--- src/glyphs.mem ---
// One 64-bit glyph per line, A to Z then the dash
// Top byte is the top row of the cell, bit 0 of each byte is the left column
183C66667E666600
3E66663E66663E00
3C66060606663C00
1E36666666361E00
7E06061E06067E00
7E06061E06060600
3C66067666663C00
6666667E66666600
3C18181818183C00
7830303030361C00
66361E0E1E366600
0606060606067E00
C6EEFED6C6C6C600
C6CEDEF6E6C6C600
3C66666666663C00
3E66663E06060600
3C666666663C7000
3E66663E1E366600
3C66063C60663C00
7E18181818181800
6666666666663C00
66666666663C1800
C6C6C6D6FEEEC600
66663C183C666600
6666663C18181800
7E6030180C067E00
000000007E000000

--- src/logic/hangman_pkg.sv ---
`default_nettype none

package hangman_pkg;

	typedef enum logic [1:0] {
		START    = 2'd0,
		INGAME   = 2'd1,
		WINGAME  = 2'd2,
		LOSTGAME = 2'd3
	} game_state_t;

	// {red, green, blue}
	typedef enum logic [2:0] {
		BLACK = 3'b000,
		WHITE = 3'b111,
		GREEN = 3'b010,
		RED   = 3'b100
	} colour_t;

	localparam int SCREEN_W = 320;
	localparam int SCREEN_H = 240;
	localparam int X_W = 9;
	localparam int Y_W = 8;

	localparam int CELL = 8;
	localparam int GLYPH_W = 64;
	localparam int GLYPH_IDX_W = 5;
	localparam int GLYPH_COUNT = 27;
	localparam logic [GLYPH_IDX_W-1:0] GLYPH_DASH = 5'd26;
	localparam logic [GLYPH_IDX_W-1:0] GLYPH_NONE = 5'd31;

	localparam int LETTERS = 26;
	localparam int WORD_SLOTS = 6;
	localparam int CODE_W = 5;

	localparam int TITLE_X = 30;
	localparam int TITLE_Y = 10;
	localparam int PROMPT_X = 30;
	localparam int PROMPT_Y1 = 20;
	localparam int PROMPT_Y2 = 30;
	localparam int TEXT_PITCH = 10;
	localparam int WORD_X0 = 25;
	localparam int WORD_PITCH = 30;
	localparam int WORD_Y = 190;
	localparam int DASH_Y = 200;
	localparam int PANEL_X1 = 250;
	localparam int PANEL_X2 = 270;
	localparam int PANEL_Y = 10;
	localparam int PANEL_PITCH = 10;
	localparam int RESULT_X = 70;
	localparam int RESULT_Y = 110;
	localparam int BOX_X0 = 20;
	localparam int BOX_X1 = 137;
	localparam int BOX_Y0 = 20;
	localparam int BOX_Y1 = 37;

	// HANGMAN
	localparam logic [GLYPH_IDX_W-1:0] TITLE_TEXT [0:6] =
		'{5'd7, 5'd0, 5'd13, 5'd6, 5'd12, 5'd0, 5'd13};
	// PRESS ENTER
	localparam logic [GLYPH_IDX_W-1:0] PROMPT_TEXT1 [0:10] =
		'{5'd15, 5'd17, 5'd4, 5'd18, 5'd18, GLYPH_NONE, 5'd4, 5'd13, 5'd19, 5'd4, 5'd17};
	// TO START
	localparam logic [GLYPH_IDX_W-1:0] PROMPT_TEXT2 [0:7] =
		'{5'd19, 5'd14, GLYPH_NONE, 5'd18, 5'd19, 5'd0, 5'd17, 5'd19};
	// YOU WIN
	localparam logic [GLYPH_IDX_W-1:0] WIN_TEXT [0:6] =
		'{5'd24, 5'd14, 5'd20, GLYPH_NONE, 5'd22, 5'd8, 5'd13};
	// YOU LOSE
	localparam logic [GLYPH_IDX_W-1:0] LOSE_TEXT [0:7] =
		'{5'd24, 5'd14, 5'd20, GLYPH_NONE, 5'd11, 5'd14, 5'd18, 5'd4};

endpackage

`default_nettype wire

--- src/logic/pixel_scanner.sv ---
`default_nettype none

module pixel_scanner (
	input  logic                        clk,
	input  logic                        reset,
	output logic [hangman_pkg::X_W-1:0] x,
	output logic [hangman_pkg::Y_W-1:0] y
);
	import hangman_pkg::*;

	// Row-major raster, one pixel per clock
	always_ff @(posedge clk) begin
		if (reset) begin
			x <= '0;
			y <= '0;
		end else if (x == X_W'(SCREEN_W - 1)) begin
			x <= '0;
			if (y == Y_W'(SCREEN_H - 1))
				y <= '0;
			else
				y <= y + 1'b1;
		end else begin
			x <= x + 1'b1;
		end
	end

endmodule

`default_nettype wire

--- src/logic/tile_decoder.sv ---
`default_nettype none

module tile_decoder (
	input  logic                                                 clk,
	input  logic                                                 reset,
	input  logic [hangman_pkg::X_W-1:0]                          x,
	input  logic [hangman_pkg::Y_W-1:0]                          y,
	input  hangman_pkg::game_state_t                             game_state,
	input  logic [hangman_pkg::WORD_SLOTS*hangman_pkg::CODE_W-1:0] word,
	input  logic [hangman_pkg::LETTERS-1:0]                      mask,
	input  logic [hangman_pkg::LETTERS-1:0]                      guessed_mask,
	output logic [hangman_pkg::GLYPH_IDX_W-1:0]                  glyph_idx,
	output logic [5:0]                                           bit_pos,
	output logic [hangman_pkg::X_W-1:0]                          pixel_x,
	output logic [hangman_pkg::Y_W-1:0]                          pixel_y,
	output hangman_pkg::colour_t                                 cell_colour,
	output logic                                                 cell_plot,
	output logic                                                 glyph_valid,
	output logic [5:0]                                           pixel_bit
);
	import hangman_pkg::*;

	int px;
	int py;
	logic drawn;
	logic game_over;
	logic in_box;
	colour_t colour;
	logic [CODE_W-1:0] code;
	logic [GLYPH_IDX_W-1:0] letter;

	function automatic logic in_cell(input int ax, input int ay, input int cx, input int cy);
		return (ax >= cx) && (ax < cx + CELL) && (ay >= cy) && (ay < cy + CELL);
	endfunction

	// Rows count up from the bottom line of the cell
	function automatic logic [5:0] cell_bit(input int ax, input int ay, input int cx, input int cy);
		int col;
		int row;
		col = ax - cx;
		row = CELL - 1 - (ay - cy);
		return {row[2:0], col[2:0]};
	endfunction

	// Later regions override earlier ones
	always_comb begin
		px = int'(x);
		py = int'(y);
		game_over = (game_state == WINGAME) || (game_state == LOSTGAME);
		glyph_idx = GLYPH_NONE;
		bit_pos = '0;
		colour = BLACK;
		drawn = 1'b0;
		code = '0;
		letter = '0;

		for (int i = 0; i < $size(TITLE_TEXT); i++) begin
			if (in_cell(px, py, TITLE_X + i * TEXT_PITCH, TITLE_Y)) begin
				{drawn, glyph_idx} = {1'b1, TITLE_TEXT[i]};
				bit_pos = cell_bit(px, py, TITLE_X + i * TEXT_PITCH, TITLE_Y);
				colour = WHITE;
			end
		end

		if (game_state == START) begin
			for (int i = 0; i < $size(PROMPT_TEXT1); i++) begin
				if (in_cell(px, py, PROMPT_X + i * TEXT_PITCH, PROMPT_Y1)) begin
					{drawn, glyph_idx} = {1'b1, PROMPT_TEXT1[i]};
					bit_pos = cell_bit(px, py, PROMPT_X + i * TEXT_PITCH, PROMPT_Y1);
					colour = WHITE;
				end
			end
			for (int i = 0; i < $size(PROMPT_TEXT2); i++) begin
				if (in_cell(px, py, PROMPT_X + i * TEXT_PITCH, PROMPT_Y2)) begin
					{drawn, glyph_idx} = {1'b1, PROMPT_TEXT2[i]};
					bit_pos = cell_bit(px, py, PROMPT_X + i * TEXT_PITCH, PROMPT_Y2);
					colour = WHITE;
				end
			end
		end else begin
			// Word letters with a dash below each slot
			for (int s = 0; s < WORD_SLOTS; s++) begin
				code = word[(WORD_SLOTS - 1 - s) * CODE_W +: CODE_W];
				letter = code - 1'b1;
				if (in_cell(px, py, WORD_X0 + s * WORD_PITCH, WORD_Y)) begin
					drawn = 1'b1;
					bit_pos = cell_bit(px, py, WORD_X0 + s * WORD_PITCH, WORD_Y);
					// Empty slot keeps a blank cell
					if ((code != '0) && (int'(code) <= LETTERS)) begin
						glyph_idx = letter;
						colour = (guessed_mask[letter] || game_over) ? WHITE : BLACK;
					end else begin
						glyph_idx = GLYPH_NONE;
						colour = BLACK;
					end
				end
				if (in_cell(px, py, WORD_X0 + s * WORD_PITCH, DASH_Y)) begin
					{drawn, glyph_idx} = {1'b1, GLYPH_DASH};
					bit_pos = cell_bit(px, py, WORD_X0 + s * WORD_PITCH, DASH_Y);
					colour = WHITE;
				end
			end

			// Alphabet panel, A to M then N to Z
			for (int i = 0; i < LETTERS; i++) begin
				if (in_cell(px, py, (i < LETTERS / 2) ? PANEL_X1 : PANEL_X2,
						PANEL_Y + (i % (LETTERS / 2)) * PANEL_PITCH)) begin
					{drawn, glyph_idx} = {1'b1, GLYPH_IDX_W'(i)};
					bit_pos = cell_bit(px, py, (i < LETTERS / 2) ? PANEL_X1 : PANEL_X2,
						PANEL_Y + (i % (LETTERS / 2)) * PANEL_PITCH);
					colour = (guessed_mask[i] && !mask[i]) ? RED : GREEN;
				end
			end

			if (game_state == WINGAME) begin
				for (int i = 0; i < $size(WIN_TEXT); i++) begin
					if (in_cell(px, py, RESULT_X + i * TEXT_PITCH, RESULT_Y) &&
							(WIN_TEXT[i] != GLYPH_NONE)) begin
						{drawn, glyph_idx} = {1'b1, WIN_TEXT[i]};
						bit_pos = cell_bit(px, py, RESULT_X + i * TEXT_PITCH, RESULT_Y);
						colour = WHITE;
					end
				end
			end
			if (game_state == LOSTGAME) begin
				for (int i = 0; i < $size(LOSE_TEXT); i++) begin
					if (in_cell(px, py, RESULT_X + i * TEXT_PITCH, RESULT_Y) &&
							(LOSE_TEXT[i] != GLYPH_NONE)) begin
						{drawn, glyph_idx} = {1'b1, LOSE_TEXT[i]};
						bit_pos = cell_bit(px, py, RESULT_X + i * TEXT_PITCH, RESULT_Y);
						colour = WHITE;
					end
				end
			end
		end

		// Prompt box is overwritten with black once the game runs
		in_box = (px >= BOX_X0) && (px <= BOX_X1) && (py >= BOX_Y0) && (py <= BOX_Y1);
	end

	// Aligns the cell data with the ROM read
	always_ff @(posedge clk) begin
		pixel_x <= x;
		pixel_y <= y;
		cell_colour <= colour;
		pixel_bit <= bit_pos;
		if (reset) begin
			cell_plot <= 1'b0;
			glyph_valid <= 1'b0;
		end else begin
			cell_plot <= drawn || (game_state == START) || in_box;
			glyph_valid <= int'(glyph_idx) < GLYPH_COUNT;
		end
	end

endmodule

`default_nettype wire

--- src/logic/glyph_rom.sv ---
`default_nettype none

module glyph_rom (
	input  logic                                clk,
	input  logic [hangman_pkg::GLYPH_IDX_W-1:0] glyph_idx,
	output logic [hangman_pkg::GLYPH_W-1:0]     glyph_bits
);
	import hangman_pkg::*;

	// A to Z, then the dash
	logic [GLYPH_W-1:0] mem [0:GLYPH_COUNT-1];

	initial begin
		$readmemh("/design/src/glyphs.mem", mem);
	end

	always_ff @(posedge clk) begin
		// Blank cells read as all zero
		if (int'(glyph_idx) < GLYPH_COUNT)
			glyph_bits <= mem[glyph_idx];
		else
			glyph_bits <= '0;
	end

endmodule

`default_nettype wire

--- src/logic/hangman_display.sv ---
`default_nettype none

module hangman_display (
	input  logic                                                 clk,
	input  logic                                                 reset,
	input  hangman_pkg::game_state_t                             game_state,
	input  logic [hangman_pkg::WORD_SLOTS*hangman_pkg::CODE_W-1:0] word,
	input  logic [hangman_pkg::LETTERS-1:0]                      mask,
	input  logic [hangman_pkg::LETTERS-1:0]                      guessed_mask,
	output logic [hangman_pkg::X_W-1:0]                          plot_x,
	output logic [hangman_pkg::Y_W-1:0]                          plot_y,
	output hangman_pkg::colour_t                                 plot_colour,
	output logic                                                 plot
);
	import hangman_pkg::*;

	logic [X_W-1:0] x;
	logic [Y_W-1:0] y;
	logic [GLYPH_IDX_W-1:0] glyph_idx;
	logic [GLYPH_W-1:0] glyph_bits;
	logic [5:0] pixel_bit;
	colour_t cell_colour;
	logic glyph_valid;

	pixel_scanner scanner (
		.clk   (clk),
		.reset (reset),
		.x     (x),
		.y     (y)
	);

	tile_decoder decoder (
		.clk          (clk),
		.reset        (reset),
		.x            (x),
		.y            (y),
		.game_state   (game_state),
		.word         (word),
		.mask         (mask),
		.guessed_mask (guessed_mask),
		.glyph_idx    (glyph_idx),
		.bit_pos      (),
		.pixel_x      (plot_x),
		.pixel_y      (plot_y),
		.cell_colour  (cell_colour),
		.cell_plot    (plot),
		.glyph_valid  (glyph_valid),
		.pixel_bit    (pixel_bit)
	);

	glyph_rom rom (
		.clk        (clk),
		.glyph_idx  (glyph_idx),
		.glyph_bits (glyph_bits)
	);

	// Glyph bit picks between cell colour and background
	assign plot_colour = (glyph_valid && glyph_bits[pixel_bit]) ? cell_colour : BLACK;

endmodule

`default_nettype wire

--- config.mk ---
export PLATFORM = sky130hd
export DESIGN_NAME = hangman_display
export DESIGN_NICKNAME = d
export VERILOG_FILES = /design/src/logic/hangman_pkg.sv /design/src/logic/pixel_scanner.sv /design/src/logic/tile_decoder.sv /design/src/logic/glyph_rom.sv /design/src/logic/hangman_display.sv
export SDC_FILE = /design/constraint.sdc
export NUM_CORES = 1
export LEC_CHECK = 0
export ABC_AREA = 1
export CAP_MARGIN = 5
export CORE_MARGIN = 3
export CORE_UTILIZATION = 55
export DETAILED_ROUTE_END_ITERATION = 8
export DONT_BUFFER_PORTS = 1
export PLACE_DENSITY = 0.73
export RECOVER_POWER = 50
export SYNTH_ARGS = -nofsm -noshare
export SYNTH_HDL_FRONTEND = slang
export SYNTH_HIERARCHICAL = 1
export SYNTH_SLANG_ARGS = --single-unit
export TNS_END_PERCENT = 30
--- constraint.sdc ---
create_clock -name clk -period 4.2 [get_ports clk]
set_input_delay 0.84 -clock clk [delete_from_list [all_inputs] [get_ports clk]]
set_output_delay 0.84 -clock clk [all_outputs]
set_load 0.005 [all_outputs]
== After elaboration in Yosys (flattened, before gate mapping) ==
Index checks and enable logic that the tools add are counted.

* Add/subtract/negate cells: 58
* Magnitude comparators: 87
* Equality and inequality tests: 4
* Muxes and demuxes: 380
* Reduce and logical (&&, ||, !) cells: 241

{| class="wikitable"
|+ Operators with widths
! kind !! number
|-
| 2-to-1 mux 6 bit || 80
|-
| 2-to-1 mux 5 bit || 86
|-
| 2-to-1 mux 3 bit || 119
|-
| logical AND 1 bit || 198
|-
| 2-to-1 mux 1 bit || 87
|-
| greater-or-equal comparator 9 x 7 -> 1 bit (second input constant) || 8
|-
| < comparator 9 x 7 -> 1 bit (second input constant) || 8
|-
| subtractor 3 bit (second input constant) || 17
|-
| greater-or-equal comparator 8 x 7 -> 1 bit (second input constant) || 6
|-
| < comparator 8 x 7 -> 1 bit (second input constant) || 6
|-
| greater-or-equal comparator 9 x 8 -> 1 bit (second input constant) || 5
|-
| < comparator 9 x 6 -> 1 bit (second input constant) || 5
|-
| < comparator 9 x 8 -> 1 bit (second input constant) || 5
|-
| subtractor 1 x 3 -> 3 bit (first input constant) || 15
|-
| greater-or-equal comparator 9 x 6 -> 1 bit (second input constant) || 4
|-
| < comparator 5 x 6 -> 1 bit (second input constant) || 6
|-
| < comparator 8 bit (second input constant) || 4
|-
| binary-select mux 1 bit (select 5 bit) || 6
|-
| <= comparator 5 bit (second input constant) || 6
|-
| nonzero test 5 bit || 6
|-
| subtractor 5 x 1 -> 5 bit (second input constant) || 6
|-
| greater-or-equal comparator 9 x 5 -> 1 bit (second input constant) || 3
|-
| subtractor 3 x 1 -> 3 bit (second input constant) || 9
|-
| subtractor 3 x 2 -> 3 bit (second input constant) || 9
|-
| other kinds (23) || 66
|}

* Register bits: 109
* Input port bits: 86
* Output and inout port bits: 21
* Word-level logic and storage cells: 779

== Depth between registers and ports, before layout ==
* Depth after elaboration: 67
* Gate-level depth with buffers: 54
* Depth with buffers taken out: 53

== Cells and area by module ==
The synthesis kept the hierarchy.

{| class="wikitable"
|+ Modules (own cells, without submodules)
! module !! instances !! cells an instance !! area an instance (µm²) !! sequential area each (µm²)
|-
| tile_decoder || 1 || 1494 || 7791.2 || 560.5
|-
| pixel_scanner || 1 || 130 || 920.9 || 340.3
|-
| hangman_display || 1 || 158 || 782.0 || 0.0
|-
| glyph_rom || 1 || 65 || 484.2 || 0.0
|}

== Least setup slack after synthesis ==
OpenSTA, ideal clock, no wires.

* Path kind: in2reg
* From: in word[25] in the netlist's numbering
* To: reg decoder.cell_colour[1]
* Setup time: 0.135 ns
* Arrival: 3.963 ns
* Data required time: 4.065 ns
* Path slack: 0.102 ns
* Cell stages on the path: 25
* Buffers on the path: 3
* Path through: clkbuf_1 inv_1 clkbuf_1 ha_1 clkbuf_1 inv_1 a21oi_1 o21ai_0 nand3_1 o311ai_0 nand3_1 o211ai_1 a211oi_1 nand3_1 a211oi_1 nand3_1 o21ai_0 a21o_1 o21ai_0 nand2_1 a21oi_1 o31ai_1 nand4_1 a21oi_1 o21ai_0

* Cells in the longest elaborated chain, start to end: 60
* Elaborated cells between the ends (all ways): 63
* Classes of those cells: add/sub: 1; order compare: 1; mux: 58; reduce/logical: 3

{| class="wikitable"
|+ RTL lines
! element !! line !! RTL
|-
| from (decl) || hangman_display.sv:7 || <nowiki>input logic [hangman_pkg::WORD_SLOTS*hangman_pkg::CODE_W-1:0] word,</nowiki>
|-
| subtractor 5 x 1 -> 5 bit || tile_decoder.sv:84 || <nowiki>letter = code - 1'b1;</nowiki>
|-
| binary-select mux 1 bit (select 5 bit) || tile_decoder.sv:91 || <nowiki>colour = (guessed_mask[letter] || game_over) ? WHITE : BLACK;</nowiki>
|-
| 2-to-1 mux 1 bit (implied by the code) || tile_decoder.sv:91 ||
|-
| logical OR 1 bit || tile_decoder.sv:91 ||
|-
| 2-to-1 mux 3 bit || tile_decoder.sv:91 ||
|-
| 2-to-1 mux 3 bit * || tile_decoder.sv:89 || <nowiki>if ((code != '0) && (int'(code) <= LETTERS)) begin</nowiki>
|-
| 2-to-1 mux 3 bit * || tile_decoder.sv:85 || <nowiki>if (in_cell(px, py, WORD_X0 + s * WORD_PITCH, WORD_Y)) begin</nowiki>
|-
| 2-to-1 mux 3 bit * || tile_decoder.sv:97 || <nowiki>if (in_cell(px, py, WORD_X0 + s * WORD_PITCH, DASH_Y)) begin</nowiki>
|-
| [... 9 more ...] || n/a ||
|-
| 2-to-1 mux 3 bit * || tile_decoder.sv:97 ||
|-
| 2-to-1 mux 3 bit * (26 in series) || tile_decoder.sv:106 || <nowiki>if (in_cell(px, py, (i < LETTERS / 2) ? PANEL_X1 : PANEL_X2,</nowiki>
|-
| 2-to-1 mux 3 bit (6 in series) || tile_decoder.sv:117 || <nowiki>if (in_cell(px, py, RESULT_X + i * TEXT_PITCH, RESULT_Y) &&</nowiki>
|-
| 2-to-1 mux 3 bit * || tile_decoder.sv:115 || <nowiki>if (game_state == WINGAME) begin</nowiki>
|-
| 2-to-1 mux 3 bit (7 in series) || tile_decoder.sv:127 || <nowiki>if (in_cell(px, py, RESULT_X + i * TEXT_PITCH, RESULT_Y) &&</nowiki>
|-
| 2-to-1 mux 3 bit * || tile_decoder.sv:125 || <nowiki>if (game_state == LOSTGAME) begin</nowiki>
|-
| 2-to-1 mux 3 bit * || tile_decoder.sv:65 || <nowiki>if (game_state == START) begin</nowiki>
|-
| net decoder.colour[1] || tile_decoder.sv:28 || <nowiki>colour_t colour;</nowiki>
|-
| to (signal assigned) || tile_decoder.sv:145 || <nowiki>cell_colour <= colour;</nowiki>
|-
| to (decl) || tile_decoder.sv:16 || <nowiki>output hangman_pkg::colour_t cell_colour,</nowiki>
|}

Mark *: on every way through the listed nets, which the timed path passes. The rest lies on a longest branch. The select of a mux whose other input is x is not followed.
A chain may end at the register's enable or synchronous reset.

== Final worst setup path ==
* From: reg scanner/y[1] in the netlist's numbering
* To: reg decoder.glyph_valid

* Elaborated cells between the ends (all ways): 253
* Classes of those cells: order compare: 31; mux: 80; reduce/logical: 142

{| class="wikitable"
|+ RTL lines
! element !! line !! RTL
|-
| from (decl) || pixel_scanner.sv:7 || <nowiki>output logic [hangman_pkg::Y_W-1:0] y</nowiki>
|-
| from (signal assigned) || pixel_scanner.sv:21 || <nowiki>y <= y + 1'b1;</nowiki>
|-
| greater-or-equal comparator 8 x 4 -> 1 bit || tile_decoder.sv:33 || <nowiki>return (ax >= cx) && (ax < cx + CELL) && (ay >= cy) && (ay < cy + CELL);</nowiki>
|-
| logical AND 1 bit (2 in series) || tile_decoder.sv:33 ||
|-
| 2-to-1 mux 5 bit (6 in series) || tile_decoder.sv:58 || <nowiki>if (in_cell(px, py, TITLE_X + i * TEXT_PITCH, TITLE_Y)) begin</nowiki>
|-
| 2-to-1 mux 5 bit || tile_decoder.sv:85 ||
|-
| 2-to-1 mux 5 bit || tile_decoder.sv:97 ||
|-
| 2-to-1 mux 5 bit || tile_decoder.sv:85 ||
|-
| 2-to-1 mux 5 bit || tile_decoder.sv:97 ||
|-
| 2-to-1 mux 5 bit || tile_decoder.sv:85 ||
|-
| [... 7 more ...] || n/a ||
|-
| 2-to-1 mux 5 bit (26 in series) || tile_decoder.sv:106 ||
|-
| 2-to-1 mux 5 bit (6 in series) || tile_decoder.sv:117 ||
|-
| 2-to-1 mux 5 bit || tile_decoder.sv:115 ||
|-
| 2-to-1 mux 5 bit (7 in series) || tile_decoder.sv:127 ||
|-
| 2-to-1 mux 5 bit || tile_decoder.sv:125 ||
|-
| 2-to-1 mux 5 bit * || tile_decoder.sv:65 ||
|-
| net glyph_idx[1] || hangman_display.sv:19 || <nowiki>logic [GLYPH_IDX_W-1:0] glyph_idx;</nowiki>
|-
| < comparator 5 bit * || tile_decoder.sv:152 || <nowiki>glyph_valid <= int'(glyph_idx) < GLYPH_COUNT;</nowiki>
|-
| to (signal assigned) || tile_decoder.sv:152 ||
|-
| to (decl) || tile_decoder.sv:18 || <nowiki>output logic glyph_valid,</nowiki>
|}

Mark *: on every way through the listed nets, which the timed path passes. The rest lies on a longest branch.

==> run summary <==
Status - finished clean
Initial core utilization - 56.9%
Yosys warning count - 6
Worst-path fanout max - 6
Htree depth - 2
CTS sink cnt - 45
Post-route DRC - 0
Final core utilization - 64.8%
Startpoint type of the worst setup path - flop
Clk pin slew, worst setup/hold paths - 0.08 ns
Starting DRC count in detailed routing - 1762
Final setup vio count - 0
# fillers - 1762
Pre-antenna DRT Iters - 6
Vias in the first global route - 11200
Setup CP Type - flop to flop
CP Capture Type - flop
GRT Total Usage - 37.2%
Final Cycle Share - 98.1%
Max-cap viol count - 0
Clock Tree Root - clkbuf_16
Total routed wirelength - 38400 microns
Footprint of the multi-input gates - 0.00762 sq mm
Via count - 12800
Std-Cell Rows - 48
NumNets Final - 2073
Max Slew Vio Count - 0
Unrepaired setup endpoints after global routing - true
# IOs - 107
CTS max path bufs - 2
WL per Instance - 17.6 microns
WP data arrival - 4.32 ns
Die height - 141 microns
Worst-Margin Slew - 1.14 ns
CP max stage cell - dfxtp_4
Tmin final - 4.12 ns
CP most frequent cell - nand2_1
Syn_area_per_cell - 5.40 sq um
DIE WIDTH - 141 microns
Hold crit path type - flop to flop
TritonCTS clock tree - built
Quantity of I/O buffers inserted on ports - 0
Global-route wire length before repair - 59800 microns
Area growth, synth to finish - 13.9%
Clk_skew - 0.0114 ns
Register Area - 922 sq um
Final Hold Viols - 0
Max frequency - 243 MHz
Core area - 0.0175 sq mm
DIE AREA - 0.0198 sq mm
Worst EP required - 4.40 ns
Pin count of the biggest net entering global routing - 34
Share of cells above drive strength 1 - 16.0%
Slew Limit Headroom - 23.7%
Pleak - 5.46 nW
Max IR drop VDD - 0.140 mV
Gr ovfl total - 0
Post-placement cell area - 0.0109 sq mm
CP peak stage delay - 0.38 ns
Fin area - 0.0114 sq mm
DRT antenna net count - 0
Worst-Skew Late Latency - 0.31 ns
GPL Wtd Cong - 1.08
Detailed Place HPWL - 30700 microns
Mapped Area - 0.00997 sq mm
Power density over cell area - 129 mW/mm^2
Gate Count Post-Synth - 1846
N_diodes - 0
Initial antenna violation count - 1
DR vias/cell - 5.84
Cts bufs inserted - 5
cells in the final DEF, fill, tap and decap left out, types with 23 or more instances in the layout:
cell type	n
buf_4	159
o211ai_1	32
nand2_2	23
nand2_1	374
dfxtp_1	34
nor2_1	184
a21oi_1	131
inv_2	25
nand4_1	41
nor3_1	25
conb_1	64
o21ai_0	183
nand3_1	156
ha_1	25
nor2_2	25
inv_1	260
state kept, by name, summed over array words and instances, names as in the netlist:
| signal | count |
|---|---|
| decoder/glyph_valid | 1 |
| decoder/pixel_x | 9 |
| decoder/pixel_y | 8 |
| decoder/pixel_bit | 6 |
| scanner/y | 8 |
| scanner/x | 9 |
| decoder/cell_plot | 1 |
| decoder/cell_colour | 3 |
metrics by stage:
stage	TNS (ns)	power [mW]	instances	setup slack [ns]	hold slack (ns)
6_report	0	1.47	2186	0.0807	0.415
5_1_grt	-0.457	1.55	2186	-0.128	0.421
4_1_cts	0	1.45	2179	0.0277	0.400
3_5_place_dp	-0.350	0.956	2171	-0.350	0.393
3_3_place_gp	-0.296	0.954	2171	-0.296	0.383
2_1_floorplan	0	0.884	1909	0.102	0.373
final timing paths:
kind                             start                             end  slack (ns)  depth (start not counted)
max          scanner/y[1]$_SDFFE_PP0N_  decoder/glyph_valid$_SDFF_PP0_        0.08                         32
min            scanner/x[1]$_SDFF_PP0_      decoder/pixel_x[1]$_DFF_P_        0.41                          0
max reg2reg  scanner/y[1]$_SDFFE_PP0N_  decoder/glyph_valid$_SDFF_PP0_        0.08                         32
min reg2reg    scanner/x[1]$_SDFF_PP0_      decoder/pixel_x[1]$_DFF_P_        0.41                          0
worst max-delay path: cells and delay by family, from the launching register on:
kind	cells	cell delay, ns
buf+inv	6	0.59
compound gates	10	1.16
simple gates	15	1.66
fa+ha+maj	1	0.20
flops	1	0.38
routing by layer:
| layer | part of all wire [%] | up-vias | GRT usage (%) |
|---|---|---|---|
| met4 | 3.6 | 2 | 11.1 |
| met3 | 13 | 123 | 11.5 |
| li1 | - | 6291 | - |
| met2 | 41 | 777 | 54.7 |
| met1 | 42 | 5583 | 52.0 |
| met5 | 0.034 | - | 0 |
what timing repair did:
item                       4_1_cts  5_1_grt
pin swaps                        0       11
hold buffers                     0        0
hold endpoints to repair         0        0
setup endpoints to repair        1        6
buffers inserted                 0        7
gates resized for setup          7       73
cell type report:
class / count / area share (%)
clock inverter: 3 / 0.419
timing repair buffer: 163 / 11.0
sequential: 45 / 8.12
tap: 225 / 2.48
inverter: 293 / 9.80
multi-input combinational: 1452 / 67.1
clock buffer: 5 / 1.10
power by group:
group	leakage (nW)	total (mW)	switching, mW	internal [mW]
Combinational	5.01	0.521	0.330	0.191
Clock	0.0848	0.500	0.214	0.286
Sequential	0.370	0.446	0.0122	0.433
(Power assumes the default switching activity.)
